$ cat src/design/cachePkg.sv
// Shared cache geometry and address slicing widths
// Backing memory size, latency and reset pattern key
// Controller state encoding
`default_nettype none

package cachePkg;

  ////////////////////////////////////////////////////////////////////////////
  // Geometry
  ////////////////////////////////////////////////////////////////////////////
  localparam int wordBits   = 32;                                 // Data word
  localparam int adrBits    = 8;                                  // Word address, 256 words
  localparam int offsetBits = 2;                                  // 4 words per line
  localparam int setBits    = 2;                                  // 4 sets
  localparam int tagBits    = adrBits - setBits - offsetBits;     // Remaining upper bits
  localparam int numWays    = 2;
  localparam int lineBits   = wordBits << offsetBits;             // 128 bit line

  // Backing line memory
  localparam int memLines   = 64;
  localparam int memLatency = 4;                                  // Request to ack, cycles
  localparam logic [31:0] memInitKey = 32'h5A3C_96E1;             // Word a resets to a ^ key

  // Miss, writeback and flush sequencing
  typedef enum logic [2:0] {
    stReady,
    stFetch,
    stWriteback,
    stWriteLine,
    stFlush,
    stFlushWriteback
  } ctrlState;

endpackage

`default_nettype wire

$ cat src/design/lineBusIf.sv
// Line transfer bus between a cache and the arbiter, or arbiter and memory
// Request held until a one-cycle acknowledge
`timescale 1ns/100ps
`default_nettype none

interface lineBusIf;

  logic                                            busRead;   // Line fetch
  logic                                            busWrite;  // Line writeback
  logic [cachePkg::adrBits-cachePkg::offsetBits-1:0] lineAdr;
  logic [cachePkg::lineBits-1:0]                   writeLine;
  logic [cachePkg::lineBits-1:0]                   readLine;  // Valid with busAck
  logic                                            busAck;    // Single-cycle pulse

  // Cache side or arbiter toward memory
  modport requester (
    output busRead, busWrite, lineAdr, writeLine,
    input  readLine, busAck
  );

  // Arbiter toward caches or the memory itself
  modport responder (
    input  busRead, busWrite, lineAdr, writeLine,
    output readLine, busAck
  );

endinterface

`default_nettype wire

$ cat src/design/lineArbiter.sv
// Round-robin arbiter for the line memory
// Grant held from first request until busAck, priority alternates on ties
`timescale 1ns/100ps
`default_nettype none

module lineArbiter (
  input  wire          clk,
  input  wire          reset,
  lineBusIf.responder  instPort,
  lineBusIf.responder  dataPort,
  lineBusIf.requester  memPort
);

  logic [1:0] owner;      // One-hot, bit 1 data side, zero when idle
  logic       prioData;   // Data side wins the next tie
  logic [1:0] grant;
  logic       instReq;
  logic       dataReq;

  assign instReq = instPort.busRead | instPort.busWrite;
  assign dataReq = dataPort.busRead | dataPort.busWrite;

  // Combinational from owner, so no added cycle
  always_comb begin
    if (owner != 2'b00)         grant = owner;
    else if (instReq && dataReq) grant = prioData ? 2'b10 : 2'b01;
    else                        grant = {dataReq, instReq};
  end

  always_ff @(posedge clk) begin
    if (reset) begin
      owner    <= 2'b00;
      prioData <= 1'b0;
    end else if (memPort.busAck) begin
      owner    <= 2'b00;
      prioData <= grant[0];                 // Other side next
    end else if (owner == 2'b00) begin
      owner    <= grant;
    end
  end

  ////////////////////////////////////////////////////////////////////////////
  // Forward granted request, ack only its owner
  ////////////////////////////////////////////////////////////////////////////
  assign memPort.busRead   = grant[1] ? dataPort.busRead  : (grant[0] & instPort.busRead);
  assign memPort.busWrite  = grant[1] ? dataPort.busWrite : (grant[0] & instPort.busWrite);
  assign memPort.lineAdr   = grant[1] ? dataPort.lineAdr   : instPort.lineAdr;
  assign memPort.writeLine = grant[1] ? dataPort.writeLine : instPort.writeLine;

  assign instPort.readLine = memPort.readLine;
  assign dataPort.readLine = memPort.readLine;
  assign instPort.busAck   = memPort.busAck & grant[0];
  assign dataPort.busAck   = memPort.busAck & grant[1];

endmodule

`default_nettype wire

$ cat src/flat_wrapper.sv
// flat-port wrapper written by rule: the top's interface ports become plain ports
module lineArbiter_flat 
  (clk, reset, instPort_busRead, instPort_busWrite, instPort_lineAdr, instPort_writeLine, instPort_readLine, instPort_busAck, dataPort_busRead, dataPort_busWrite, dataPort_lineAdr, dataPort_writeLine, dataPort_readLine, dataPort_busAck, memPort_busRead, memPort_busWrite, memPort_lineAdr, memPort_writeLine, memPort_readLine, memPort_busAck);
  lineBusIf instPort_i ();
  lineBusIf dataPort_i ();
  lineBusIf memPort_i ();
  input  wire clk;
  input  wire reset;
  input wire logic [$bits(instPort_i.busRead)-1:0] instPort_busRead;
  input wire logic [$bits(instPort_i.busWrite)-1:0] instPort_busWrite;
  input wire logic [$bits(instPort_i.lineAdr)-1:0] instPort_lineAdr;
  input wire logic [$bits(instPort_i.writeLine)-1:0] instPort_writeLine;
  output wire logic [$bits(instPort_i.readLine)-1:0] instPort_readLine;
  output wire logic [$bits(instPort_i.busAck)-1:0] instPort_busAck;
  input wire logic [$bits(dataPort_i.busRead)-1:0] dataPort_busRead;
  input wire logic [$bits(dataPort_i.busWrite)-1:0] dataPort_busWrite;
  input wire logic [$bits(dataPort_i.lineAdr)-1:0] dataPort_lineAdr;
  input wire logic [$bits(dataPort_i.writeLine)-1:0] dataPort_writeLine;
  output wire logic [$bits(dataPort_i.readLine)-1:0] dataPort_readLine;
  output wire logic [$bits(dataPort_i.busAck)-1:0] dataPort_busAck;
  output wire logic [$bits(memPort_i.busRead)-1:0] memPort_busRead;
  output wire logic [$bits(memPort_i.busWrite)-1:0] memPort_busWrite;
  output wire logic [$bits(memPort_i.lineAdr)-1:0] memPort_lineAdr;
  output wire logic [$bits(memPort_i.writeLine)-1:0] memPort_writeLine;
  input wire logic [$bits(memPort_i.readLine)-1:0] memPort_readLine;
  input wire logic [$bits(memPort_i.busAck)-1:0] memPort_busAck;
  assign instPort_i.busRead = instPort_busRead;
  assign instPort_i.busWrite = instPort_busWrite;
  assign instPort_i.lineAdr = instPort_lineAdr;
  assign instPort_i.writeLine = instPort_writeLine;
  assign instPort_readLine = instPort_i.readLine;
  assign instPort_busAck = instPort_i.busAck;
  assign dataPort_i.busRead = dataPort_busRead;
  assign dataPort_i.busWrite = dataPort_busWrite;
  assign dataPort_i.lineAdr = dataPort_lineAdr;
  assign dataPort_i.writeLine = dataPort_writeLine;
  assign dataPort_readLine = dataPort_i.readLine;
  assign dataPort_busAck = dataPort_i.busAck;
  assign memPort_busRead = memPort_i.busRead;
  assign memPort_busWrite = memPort_i.busWrite;
  assign memPort_lineAdr = memPort_i.lineAdr;
  assign memPort_writeLine = memPort_i.writeLine;
  assign memPort_i.readLine = memPort_readLine;
  assign memPort_i.busAck = memPort_busAck;
  lineArbiter u_core (.clk(clk), .reset(reset), .instPort(instPort_i), .dataPort(dataPort_i), .memPort(memPort_i));
endmodule
$ cat config.mk
export PLATFORM = sky130hd
export DESIGN_NAME = lineArbiter_flat
export DESIGN_NICKNAME = d
export VERILOG_FILES = /design/src/design/cachePkg.sv /design/src/design/lineBusIf.sv /design/src/design/lineArbiter.sv /design/src/flat_wrapper.sv
export SDC_FILE = /design/constraint.sdc
export NUM_CORES = 1
export LEC_CHECK = 0
export ABC_AREA = 1
export BUFFER_PORTS_ARGS = -buffer_cell sky130_fd_sc_hd__buf_2
export CAP_MARGIN = 10
export CORE_AREA = 5 5 303 305
export DETAILED_ROUTE_END_ITERATION = 8
export DIE_AREA = 0 0 308 310
export PLACE_DENSITY_LB_ADDON = 0.08
export REMOVE_ABC_BUFFERS = 1
export SLEW_MARGIN = 25
export SYNTH_ARGS = -nofsm -noshare
export SYNTH_HDL_FRONTEND = slang
export SYNTH_SLANG_ARGS = --single-unit
$ cat constraint.sdc
create_clock -name clk -period 3 [get_ports clk]
set_input_delay 0.15 -clock clk [delete_from_list [all_inputs] [get_ports clk]]
set_output_delay 0.15 -clock clk [all_outputs]
set_load 0.05 [all_outputs]
# After elaboration in Yosys (flattened, before gate mapping)
# Index checks and enable logic that the tools add are counted.
# W data, S select, Z words.
dict set report totals {
  reg_bits 3
  latch_bits 0
  ram_bits 0
  rom_bits 0
  in_bits 403
  word_cells 19
  n_memories 0
}
dict set report op_classes {
  add_sub_neg 0
  mul 0
  n_div 0
  magnitude_cmp 0
  eq_ne 0
  n_shift 0
  n_mux 7
  n_bitwise 6
  n_reduce_logical 4
}
# op n
set op_table {}
lappend op_table {{$mux W128} 1}
lappend op_table {{$mux W2} 3}
lappend op_table {{$mux W6} 1}
lappend op_table {{$and A1 B1 Y1} 4}
lappend op_table {{$logic_not A2 Y1} 1}
lappend op_table {{$mux W1} 2}
lappend op_table {{$or A1 B1 Y1} 2}
lappend op_table {{$reduce_bool A2 Y1} 1}
lappend op_table {{$reduce_or A2 Y1} 1}
lappend op_table {{$logic_and A1 B1 Y1} 1}

# Longest topological paths before layout
# Gate-level depths: netlist (run 1).
dict set report logic_depth {
  word_depth 6
  mapped_depth 9
}

# Worst setup path after synthesis (run 1)
# Ideal clock, no wire load.
dict set report synth_timing {
  path_type {register to output}
  startpoint {register u_core.prioData}
  endpoint {output dataPort_busAck}
  t_arrival_ps 1353
  setup_slack_ps 1497
  path_stages_with_launch 5
  path_cell_list {dfxtp_1 -> nand3b_4 -> nand2_4 -> buf_2 -> nor2_1}
}
dict set report synth_between {
  elab_chain_cells 4
}
# item line_no
set synth_rtl {}
lappend synth_rtl {{start, declared} lineArbiter.sv:15} ;# logic prioData;
lappend synth_rtl {{start signal, assigned} lineArbiter.sv:36} ;# prioData <= grant[0];
lappend synth_rtl {{$mux W2 (2 in series)} lineArbiter.sv:26} ;# else if (instReq && dataReq) grant = prioData ? 2'b10 : 2'b01;
lappend synth_rtl {{$mux W2} lineArbiter.sv:25} ;# if (owner != 2'b00) grant = owner;
lappend synth_rtl {{$and A1 B1 Y1} lineArbiter.sv:53} ;# assign dataPort.busAck = memPort.busAck & grant[1];
lappend synth_rtl {{end, declared} flat_wrapper.sv:20} ;# output wire logic [$bits(dataPort_i.busAck)-1:0] dataPort_busAck;
# No other way between the ends.

# Worst setup path in the final report (run 1)
dict set report layout_timing {
  startpoint {register u_core.prioData}
  endpoint {output memPort_writeLine[47]}
}
dict set report layout_between {
  elab_chain_cells 4
}
# item line_no
set layout_rtl {}
lappend layout_rtl {{$mux W2 (2 in series)} lineArbiter.sv:26}
lappend layout_rtl {{$mux W2} lineArbiter.sv:25}
lappend layout_rtl {{$mux W128} lineArbiter.sv:48} ;# assign memPort.writeLine = grant[1] ? dataPort.writeLine : instPort.writeLine;
lappend layout_rtl {{end, declared} flat_wrapper.sv:24} ;# output wire logic [$bits(memPort_i.writeLine)-1:0] memPort_writeLine;
# No other way between the ends.

==> qor.yml, run 1 <==
outcome: "finished clean"
use_met3_pct: 21.52
synth_top_area_cell: "buf_4"
hp-class: "in -> reg"
max_freq_mhz: 377.3
crit_top_cell: "buf_12"
post-cts-setup-buffer-count: 0
hold_depth: 3
yosysSeqAreaShare_pct: 1.338
drt-wirelength-per-cell_um: 41.01
row_count: 110
crit_buf_inv: 3
synth_top_family_by_area: "buffers and inverters"
r2r_setup_slack_ns: 1.34
yosys.area_share.simple_pct: 44.93
fp.dieH_um: 310
worstMarginPinSlew_ns: 0.7181
crit_path_end_kind: "primary output"
maxCapViolations: 0
synth_xor_area_share_pct: 0
place_inst: 2035
cp_slowest_stage_delay_ns: 0.52
final_cells: 2051
use_met2_pct: 23.09
crit_cells: 6
synth_cell_types: 16
h-tree-depth: 1
final_nets: 1267
dpl_worst_slack_ns: 0.5587
gp_congestion: 0.8523
track_usage_pct: 16.60
total_power_w: 0.002794
synth_cells: 739
ys_warn_count: 0
finalHoldViolCount: 0
overflow: 0
synthAdderAreaFrac_pct: 0
via_per_inst: 2.875
grt-busiest-layer: "met2"
cts_buffers: 3
die_x_um: 308
initial_utilization_pct: 5.041
clkLatencyLatePin_ns: 0.23
die-area_sq_um: 95480
vias: 5897
path_clk_slew_ns: 0.03
netlist.area_leader.share_pct: 42.98
grt_pass1_vias: 5927
slowest_stage: "buf_4"
cts_hold_buffers: 0
period_share_pct: 88.35
min_period_ns: 2.651
cts_resized: 0
drtPass1Iterations: 4
synth_seq_cells: 3
place_hpwl_mm: 74.78
port_buffers: 412
antenna_left: 0
r2r_cells: 6
cpLargestDelayFamily: "buffers and inverters"
slew_violations: 0
arrival_ns: 2.50
n_fill_cell: 10664
core-area_sq_um: 89050
antenna_found_initial: 20
syn_area_sq_um: 4489
synth.area.top_cells: "buf_4, nand2_1, nand3_1"
io_pins: 797
setup_ws_ns: 0.3494
grt_max_degree: 102
wl_mm: 84.12
setup_violations: 0
power_leakage_nw: 3.318
area_delta_synth_final_pct: 45.99
cts_sinks: 3
synth.area.mux_share_pct: 0
drive_gt1_share_pct: 54.92
worstPathMaxFanout: 101
start_kind: "register"
powerDensity_nw_per_um2: 426.3
synth-compound-area-share_pct: 0
drc: 0
cp.required_ns: 2.85
rsz0062_at_grt: "false"
clock-root-buffer: "clkbuf_16"
crit_chain: "nand3b_4 > buf_12 > buf_4 > nand3_1 > nand2_1 > buf_12"
fin_worst_skew_ns: 0.001463
grt_use_met1_pct: 14.39
cts_tree: "built"
maxSlewHeadroom_pct: 52.13
cts_max_path_buffers: 2
grt_pass1_wl_mm: 97.49
first_iter_violations: 397
synth_area_per_cell_sq_um: 6.075
max-vdd-ir-drop_uv: 202.8
crit_type: "reg -> out"
==> cell type report <==
class                   count  area (sq um)  share of cell area (%)
diodes                     12         30.03                  0.4582
clock buffers               4         78.83                   1.203
inverters                   9         33.78                  0.5155
multi-input cells         426          2034                   31.04
flip-flops and latches      3         60.06                  0.9164
well taps                1176          1471                   22.45
repair buffers            421          2845                   43.41
==> cells in the final DEF, fill, tap and decap left out, drive strengths merged <==
master	Yosys	layout
dfxtp	3	3
nand2	282	282
diode	0	12
nand3b	1	1
clkbuf	0	4
nand3	137	137
buf	301	421
nand4	1	1
nor2	5	5
inv	9	9
==> synth_stat cells <==
| master | instances |
|---|---|
| buf_12 | 10 |
| buf_2 | 22 |
| buf_4 | 257 |
| buf_6 | 11 |
| buf_8 | 1 |
| dfxtp_1 | 3 |
| inv_1 | 5 |
| inv_2 | 4 |
| nand2_1 | 277 |
| nand2_2 | 2 |
| nand2_4 | 3 |
| nand3_1 | 97 |
| nand3_2 | 40 |
| nand3b_4 | 1 |
| nand4_1 | 1 |
| nor2_1 | 5 |
==> worst paths after layout <==
kind	from	end
max	u_core.prioData	memPort_writeLine[47]
min	memPort_busAck	u_core.prioData
min reg2reg	u_core.prioData	u_core.prioData
max reg2reg	u_core.owner[0]	u_core.owner[1]
==> worst reg2reg max path, delay by kind of cell, from the launching register on <==
family | cells | cell delay [ns]
DFF | 1 | 0.31
and+or+nand+nor | 4 | 0.80
buffers and inverters | 2 | 0.43
==> metrics by stage <==
stage	util, %	hold WS (ns)	setup TNS, ns	area (sq um)
after floorplan	-	0.3000	-25.84	2111
after global placement	7.238	0.3020	0	6445
after detailed placement	7.238	0.3020	0	6445
after CTS	7.326	0.2231	0	6524
after global routing	7.340	0.2425	0	6536
final	7.360	0.2198	0	6554
==> power breakdown <==
part | leakage (nW) | switching (W) | internal [W]
Combinational | 3.26 | 0.00180 | 0.000732
Clock | 0.0382 | 0.0000397 | 0.000176
Sequential | 0.0247 | 0.00000144 | 0.0000431
==> state kept, by name, indices dropped and copies added (netlist names) <==
name and cells:
u_core.owner 2, u_core.prioData 1
==> cells by family after synthesis <==
group,count (synthesis)
AND/OR/NAND/NOR,426
buffers and inverters,310
flip-flops,3
==> metal layers <==
layer | routed length, um | up-vias | part of all wire (%)
met3 | 22080 | 73 | 26
met2 | 32780 | 910 | 39
met4 | 1417 | 35 | 1.7
li1 | - | 2317 | -
met5 | 1854 | - | 2.2
met1 | 25980 | 2562 | 31
(Power assumes the default switching activity.)
==> inputs of run 2 (changes only) <==
Settings changed: CORE_AREA 5 5 303 305 to 5 5 305 307, DIE_AREA 0 0 308 310 to 0 0 310 312.
Clock period 3 ns to 2.5 ns, I/O delays scaled along.
==> run 2 against run 1 <==
Effect of this change:
- combinational power grew 25%
- via count grew 1.7%
- sequential power grew 21%
- worst hold slack lost 0.042 ns
- die area grew 1.3%
- register-to-register slack lost 0.11 ns
- first-iteration DRC count shrank 2.8%
- clock power grew 18%
- non-clock buffer count grew 2
- power grew 24%
- critical endpoint is now memPort_writeLine[45]
- highest routed layer unchanged
==> qor.yml, run 2 (synthesis results as in run 1) <==
maxSlewHeadroom_pct: 60.22
row_count: 110
cts_buffers: 3
worstMarginPinSlew_ns: 0.5968
fin_worst_skew_ns: 0.0003829
arrival_ns: 2.05
finalHoldViolCount: 0
largest_register: "u_core.owner"
crit_chain: "nand3b_4 > buf_12 > nand3_1 > nand2_1 > buf_12"
setup_ws_ns: 0.3269
max_freq_mhz: 460.2
fp.dieH_um: 312
cts_max_path_buffers: 2
dpl_worst_slack_ns: 0.5697
powerDensity_nw_per_um2: 518.0
grt_max_degree: 76
r2r_setup_slack_ns: 1.23
initial_utilization_pct: 5.003
post-cts-setup-buffer-count: 0
antenna_left: 0
die-area_sq_um: 96720
reg.largest.list: "u_core.owner: 2 flops, u_core.prioData: 1 flops"
outcome: "finished clean"
period_share_pct: 86.92
tns_ns: 0
crit_top_cell: "buf_12"
drive_gt1_share_pct: 55.03
slowest_stage: "nand3_1"
hp-class: "in -> reg"
gp_congestion: 0.8102
cts_hold_buffers: 0
drc: 0
worstPathMaxFanout: 75
multi_input_area_sq_um: 2034
setup_violations: 0
io_pins: 797
drt-wirelength-per-cell_um: 41.57
core-area_sq_um: 89740
path_clk_slew_ns: 0.03
cp.required_ns: 2.38
cts_sinks: 3
vias: 5999
place_hpwl_mm: 74.81
die_x_um: 310
clkLatencyLatePin_ns: 0.22
area_delta_synth_final_pct: 48.83
final_cell_mix: "buf_2, nand2_1, nand3_1"
n_fill_cell: 10719
min_period_ns: 2.173
cp_slowest_stage_delay_ns: 0.38
first_iter_violations: 386
overflow: 0
track_usage_pct: 16.50
ff_latch_area_sq_um: 60.06
crit_type: "reg -> out"
h-tree-depth: 1
cts_resized: 0
antenna_found_initial: 16
grt_pass1_wl_mm: 98.37
start_kind: "register"
rsz0062_at_grt: "false"
cts_tree: "built"
via_per_inst: 2.935
port_buffers: 412
mostFrequentLayoutCell: "buf_2"
crit_path_end_kind: "primary output"
total_power_w: 0.003461
final_nets: 1269
power_leakage_nw: 3.380
maxCapViolations: 0
max-vdd-ir-drop_uv: 149.4
largest_register_ffs: 2
grt_pass1_vias: 5852
drtPass1Iterations: 5
wl_mm: 84.98
clock-root-buffer: "clkbuf_16"
slew_violations: 0
-- run 2: changes by cell type in the layout (fill, tap and decap cells not counted), sizes merged --
cell | previous run | this run
buf | 421 | 423
diode | 12 | 3
-- run 2: layout make-up --
class                      count  area share (%)
antenna                        3          0.1124
sequential                     3          0.8989
inverter                       9          0.5056
tap                         1176           22.02
timing repair buffer         423           44.83
clock buffer                   4           1.180
multi-input combinational    426           30.45
-- run 2: per-stage QoR --
stage / std cells / hold slack (ns) / instance area (sq um) / util [%]
2_1_floorplan: 438 / 0.2500 / 2111 / -
3_3_place_gp: 2037 / 0.2522 / 6595 / 7.349
3_5_place_dp: 2037 / 0.2522 / 6595 / 7.349
4_1_cts: 2041 / 0.1791 / 6674 / 7.437
5_1_grt: 2042 / 0.1959 / 6676 / 7.440
6_report: 2044 / 0.1776 / 6681 / 7.446
-- run 2: critical path: cells and delay by family, from the launching register on --
| kind | cells | cell delay, ns |
|---|---|---|
| buf+inv | 2 | 0.46 |
| simple gates | 3 | 0.83 |
| flops | 1 | 0.35 |
-- run 2: routing by layer --
layer / track usage (%) / share of wire (%) / vias to the layer above
met2: 22.61 / 39 / 938
met3: 21.08 / 26 / 87
met1: 14.89 / 31 / 2626
met5: 11.48 / 1.9 / -
li1: - / - / 2308
met4: 2.280 / 1.7 / 40
-- run 2: worst paths after layout --
check,startpoint,to,cells past startpoint
setup reg to reg,u_core.owner[1],u_core.owner[1],5
hold / removal,reset,u_core.prioData,4
hold reg to reg,u_core.prioData,u_core.prioData,2
setup / recovery,u_core.prioData,memPort_writeLine[45],5
-- run 2: where the power goes --
part | switching [W] | internal [W] | leakage [nW]
combinational | 0.00221 | 0.000945 | 3.32
sequential | 0.00000205 | 0.0000517 | 0.0247
clock | 0.0000434 | 0.000210 | 0.0382
total | 0.00225 | 0.00121 | 3.38
==> inputs of run 3 (changes only) <==
Settings changed: ABC_AREA 1 to default.
==> run 3 against run 2 <==
Effect of this change:
- wire length fell by 18%
- largest cell class unchanged
- non-clock buffer count is 2 lower
- critical path type unchanged
- via count is 28% lower
- flip-flop and latch count unchanged
- count of clock-buffer cells in the layout unchanged
- critical endpoint is now memPort_lineAdr[2]
- highest routed layer unchanged
==> qor.yml, run 3 <==
synth_cell_types: 20
worstPathMaxFanout: 39
yosysMostFrequentCell: "buf_4"
initial_utilization_pct: 4.204
port_buffers: 412
holdWs_ns: 0.1322
netlist.area_leader.share_pct: 52.94
largest_register: "u_core.owner"
dpl_worst_slack_ns: 0.4264
grt_pass1_wl_mm: 79.38
antenna_found_initial: 23
cts_tree: "built"
place_inst: 1755
gp_congestion: 0.7580
row_count: 110
track_usage_pct: 13.50
drive_gt1_share_pct: 89.88
cts_resized: 0
async_flop_share_pct: 0
grt_pass1_vias: 4267
powerDensity_nw_per_um2: 428.2
antenna_left: 0
drt-met1-wl_mm: 21.91
maxCapViolations: 0
max-vdd-ir-drop_uv: 178.0
first_iter_violations: 222
finalHoldViolCount: 0
setup_violations: 0
dr.max_layer_used: "met5"
synth_top_area_cell: "buf_4"
r2r-start: "u_core.prioData"
die-area_sq_um: 96720
crit_type: "reg -> out"
wl_met2_mm: 26.68
p_int_w: 0.0008786
multi_input_area_sq_um: 1655
ys_warn_count: 0
final_nets: 987
overflow: 0
drtPass1Iterations: 4
fin_worst_skew_ns: 0.0004504
synth_seq_cells: 3
core-area_sq_um: 89740
start_kind: "register"
period_share_pct: 90.98
cp.required_ns: 2.38
total_power_w: 0.002338
hp-class: "in -> reg"
p_sw_share_pct: 62.42
r2r_cells: 4
cp-startpoint: "u_core.prioData"
largest_register_ffs: 2
clock-root-buffer: "clkbuf_16"
clkLatencyLatePin_ns: 0.22
place_hpwl_mm: 63.44
r2r_end: "u_core.owner[1]"
drc: 0
final_cells: 1767
synth_ff_type: "dfxtp_1"
cts_buffers: 3
max_freq_mhz: 439.6
post-cts-setup-buffer-count: 0
via_per_inst: 2.457
cts_hold_buffers: 0
mostFrequentLayoutCell: "buf_2"
synth_cells: 429
ff_latch_area_sq_um: 60.06
die_x_um: 310
slew_violations: 0
fp.dieH_um: 312
worstMarginPinSlew_ns: 0.4916
synth_common_cells: "buf_4, mux2_2, mux2_1"
combPwrFrac_pct: 86.8
synth_area_per_cell_sq_um: 8.793
area_delta_synth_final_pct: 44.74
r2r_setup_slack_ns: 1.31
n_fill_cell: 10717
synth.area.top_cells: "buf_4, mux2_2, mux2_1"
setup_ws_ns: 0.2254
arrival_ns: 2.15
h-tree-depth: 1
io_pins: 797
syn_area_sq_um: 3772
synth_edf_count: 0
fin_util_pct: 6.085
vias: 4341
wl_met3_mm: 19.02
power_leakage_nw: 2.335
cts_max_path_buffers: 2
path_clk_slew_ns: 0.03
p_switching_w: 0.001459
outcome: "finished clean"
reg.largest.list: "u_core.owner: 2 flops, u_core.prioData: 1 flops"
drt-wirelength-per-cell_um: 39.53
crit_path_end: "memPort_lineAdr[2]"
crit_path_end_kind: "primary output"
final_cell_mix: "buf_2, mux2_2, mux2_1"
grt_max_degree: 40
min_period_ns: 2.275
yosysSeqAreaShare_pct: 1.592
clkPwrFrac_pct: 10.8
wl_mm: 69.85
rsz0062_at_grt: "false"
maxSlewHeadroom_pct: 67.45
cts_sinks: 3
p_seq_share_pct: 2.4
run 3: cell count changes after synthesis, moves of 9 or more:
cell	previous run	this run
nand2_1	277	2
nand3_1	97	0
mux2_2	0	96
nand3_2	40	0
mux2_1	0	38
buf_2	22	0
buf_12	10	0
buf_4	257	266
buf_6	11	2
run 3: worst min path at each step:
stage	startpoint	to	slack (ns)	cells past startpoint
2_1_floorplan	reset	u_core.owner[0]	0.20	1
3_3_place_gp	memPort_readLine[98]	instPort_readLine[98]	0.26	0
3_5_place_dp	memPort_readLine[98]	instPort_readLine[98]	0.26	0
4_1_cts	reset	u_core.owner[1]	0.13	2
5_1_grt	reset	u_core.owner[1]	0.14	2
6_report	reset	u_core.owner[1]	0.13	2
run 3: power groups by stage:
stage | combinational [W] | sequential [W] | clock [W]
detailed placement | 0.00208 | 0.0000560 | 0
floorplan | 0.00143 | 0.0000545 | 0
global route | 0.00214 | 0.0000563 | 0.000261
finish | 0.00203 | 0.0000556 | 0.000252
global placement | 0.00210 | 0.0000564 | 0
CTS | 0.00208 | 0.0000556 | 0.000255
run 3: layer usage:
layer	up-vias	track usage (%)
met4	35	1.517
li1	1498	-
met2	918	18.70
met5	-	7.836
met3	59	17.39
met1	1831	12.19
run 3: area by class of cell:
| cell class | instances | share of cell area, % |
|---|---|---|
| flip-flops and latches | 3 | 1.100 |
| inverters | 2 | 0.1375 |
| repair buffers | 421 | 39.69 |
| well taps | 1176 | 26.95 |
| diodes | 8 | 0.3666 |
| clock buffers | 4 | 1.444 |
| multi-input cells | 153 | 30.32 |
run 3: logic make-up (layout without fill, tap and decap cells):
logic type             Yosys count  in the layout  synth area share (%)
muxes                          134            134                 40.00
DFF                              3              3                 1.592
other                            0              8                     0
and+or+nand+nor                 10             10                 1.393
AOI/OAI and AO/OA                9              9                 2.090
buffers and inverters          273            427                 54.93
run 3: through the flow:
step                area, sq um  setup TNS (ns)
floorplan                  1708         -915.07
global placement           5361               0
detailed placement         5361               0
CTS                        5440               0
global route               5443               0
finish                     5460               0
run 3: critical path, cell delays in order, from the launching register on:
cell	delay (ns)
dfxtp_1	0.32
o21bai_1	0.21
a31oi_4	0.27
buf_12	0.27
mux2_1	0.51
buf_2	0.29
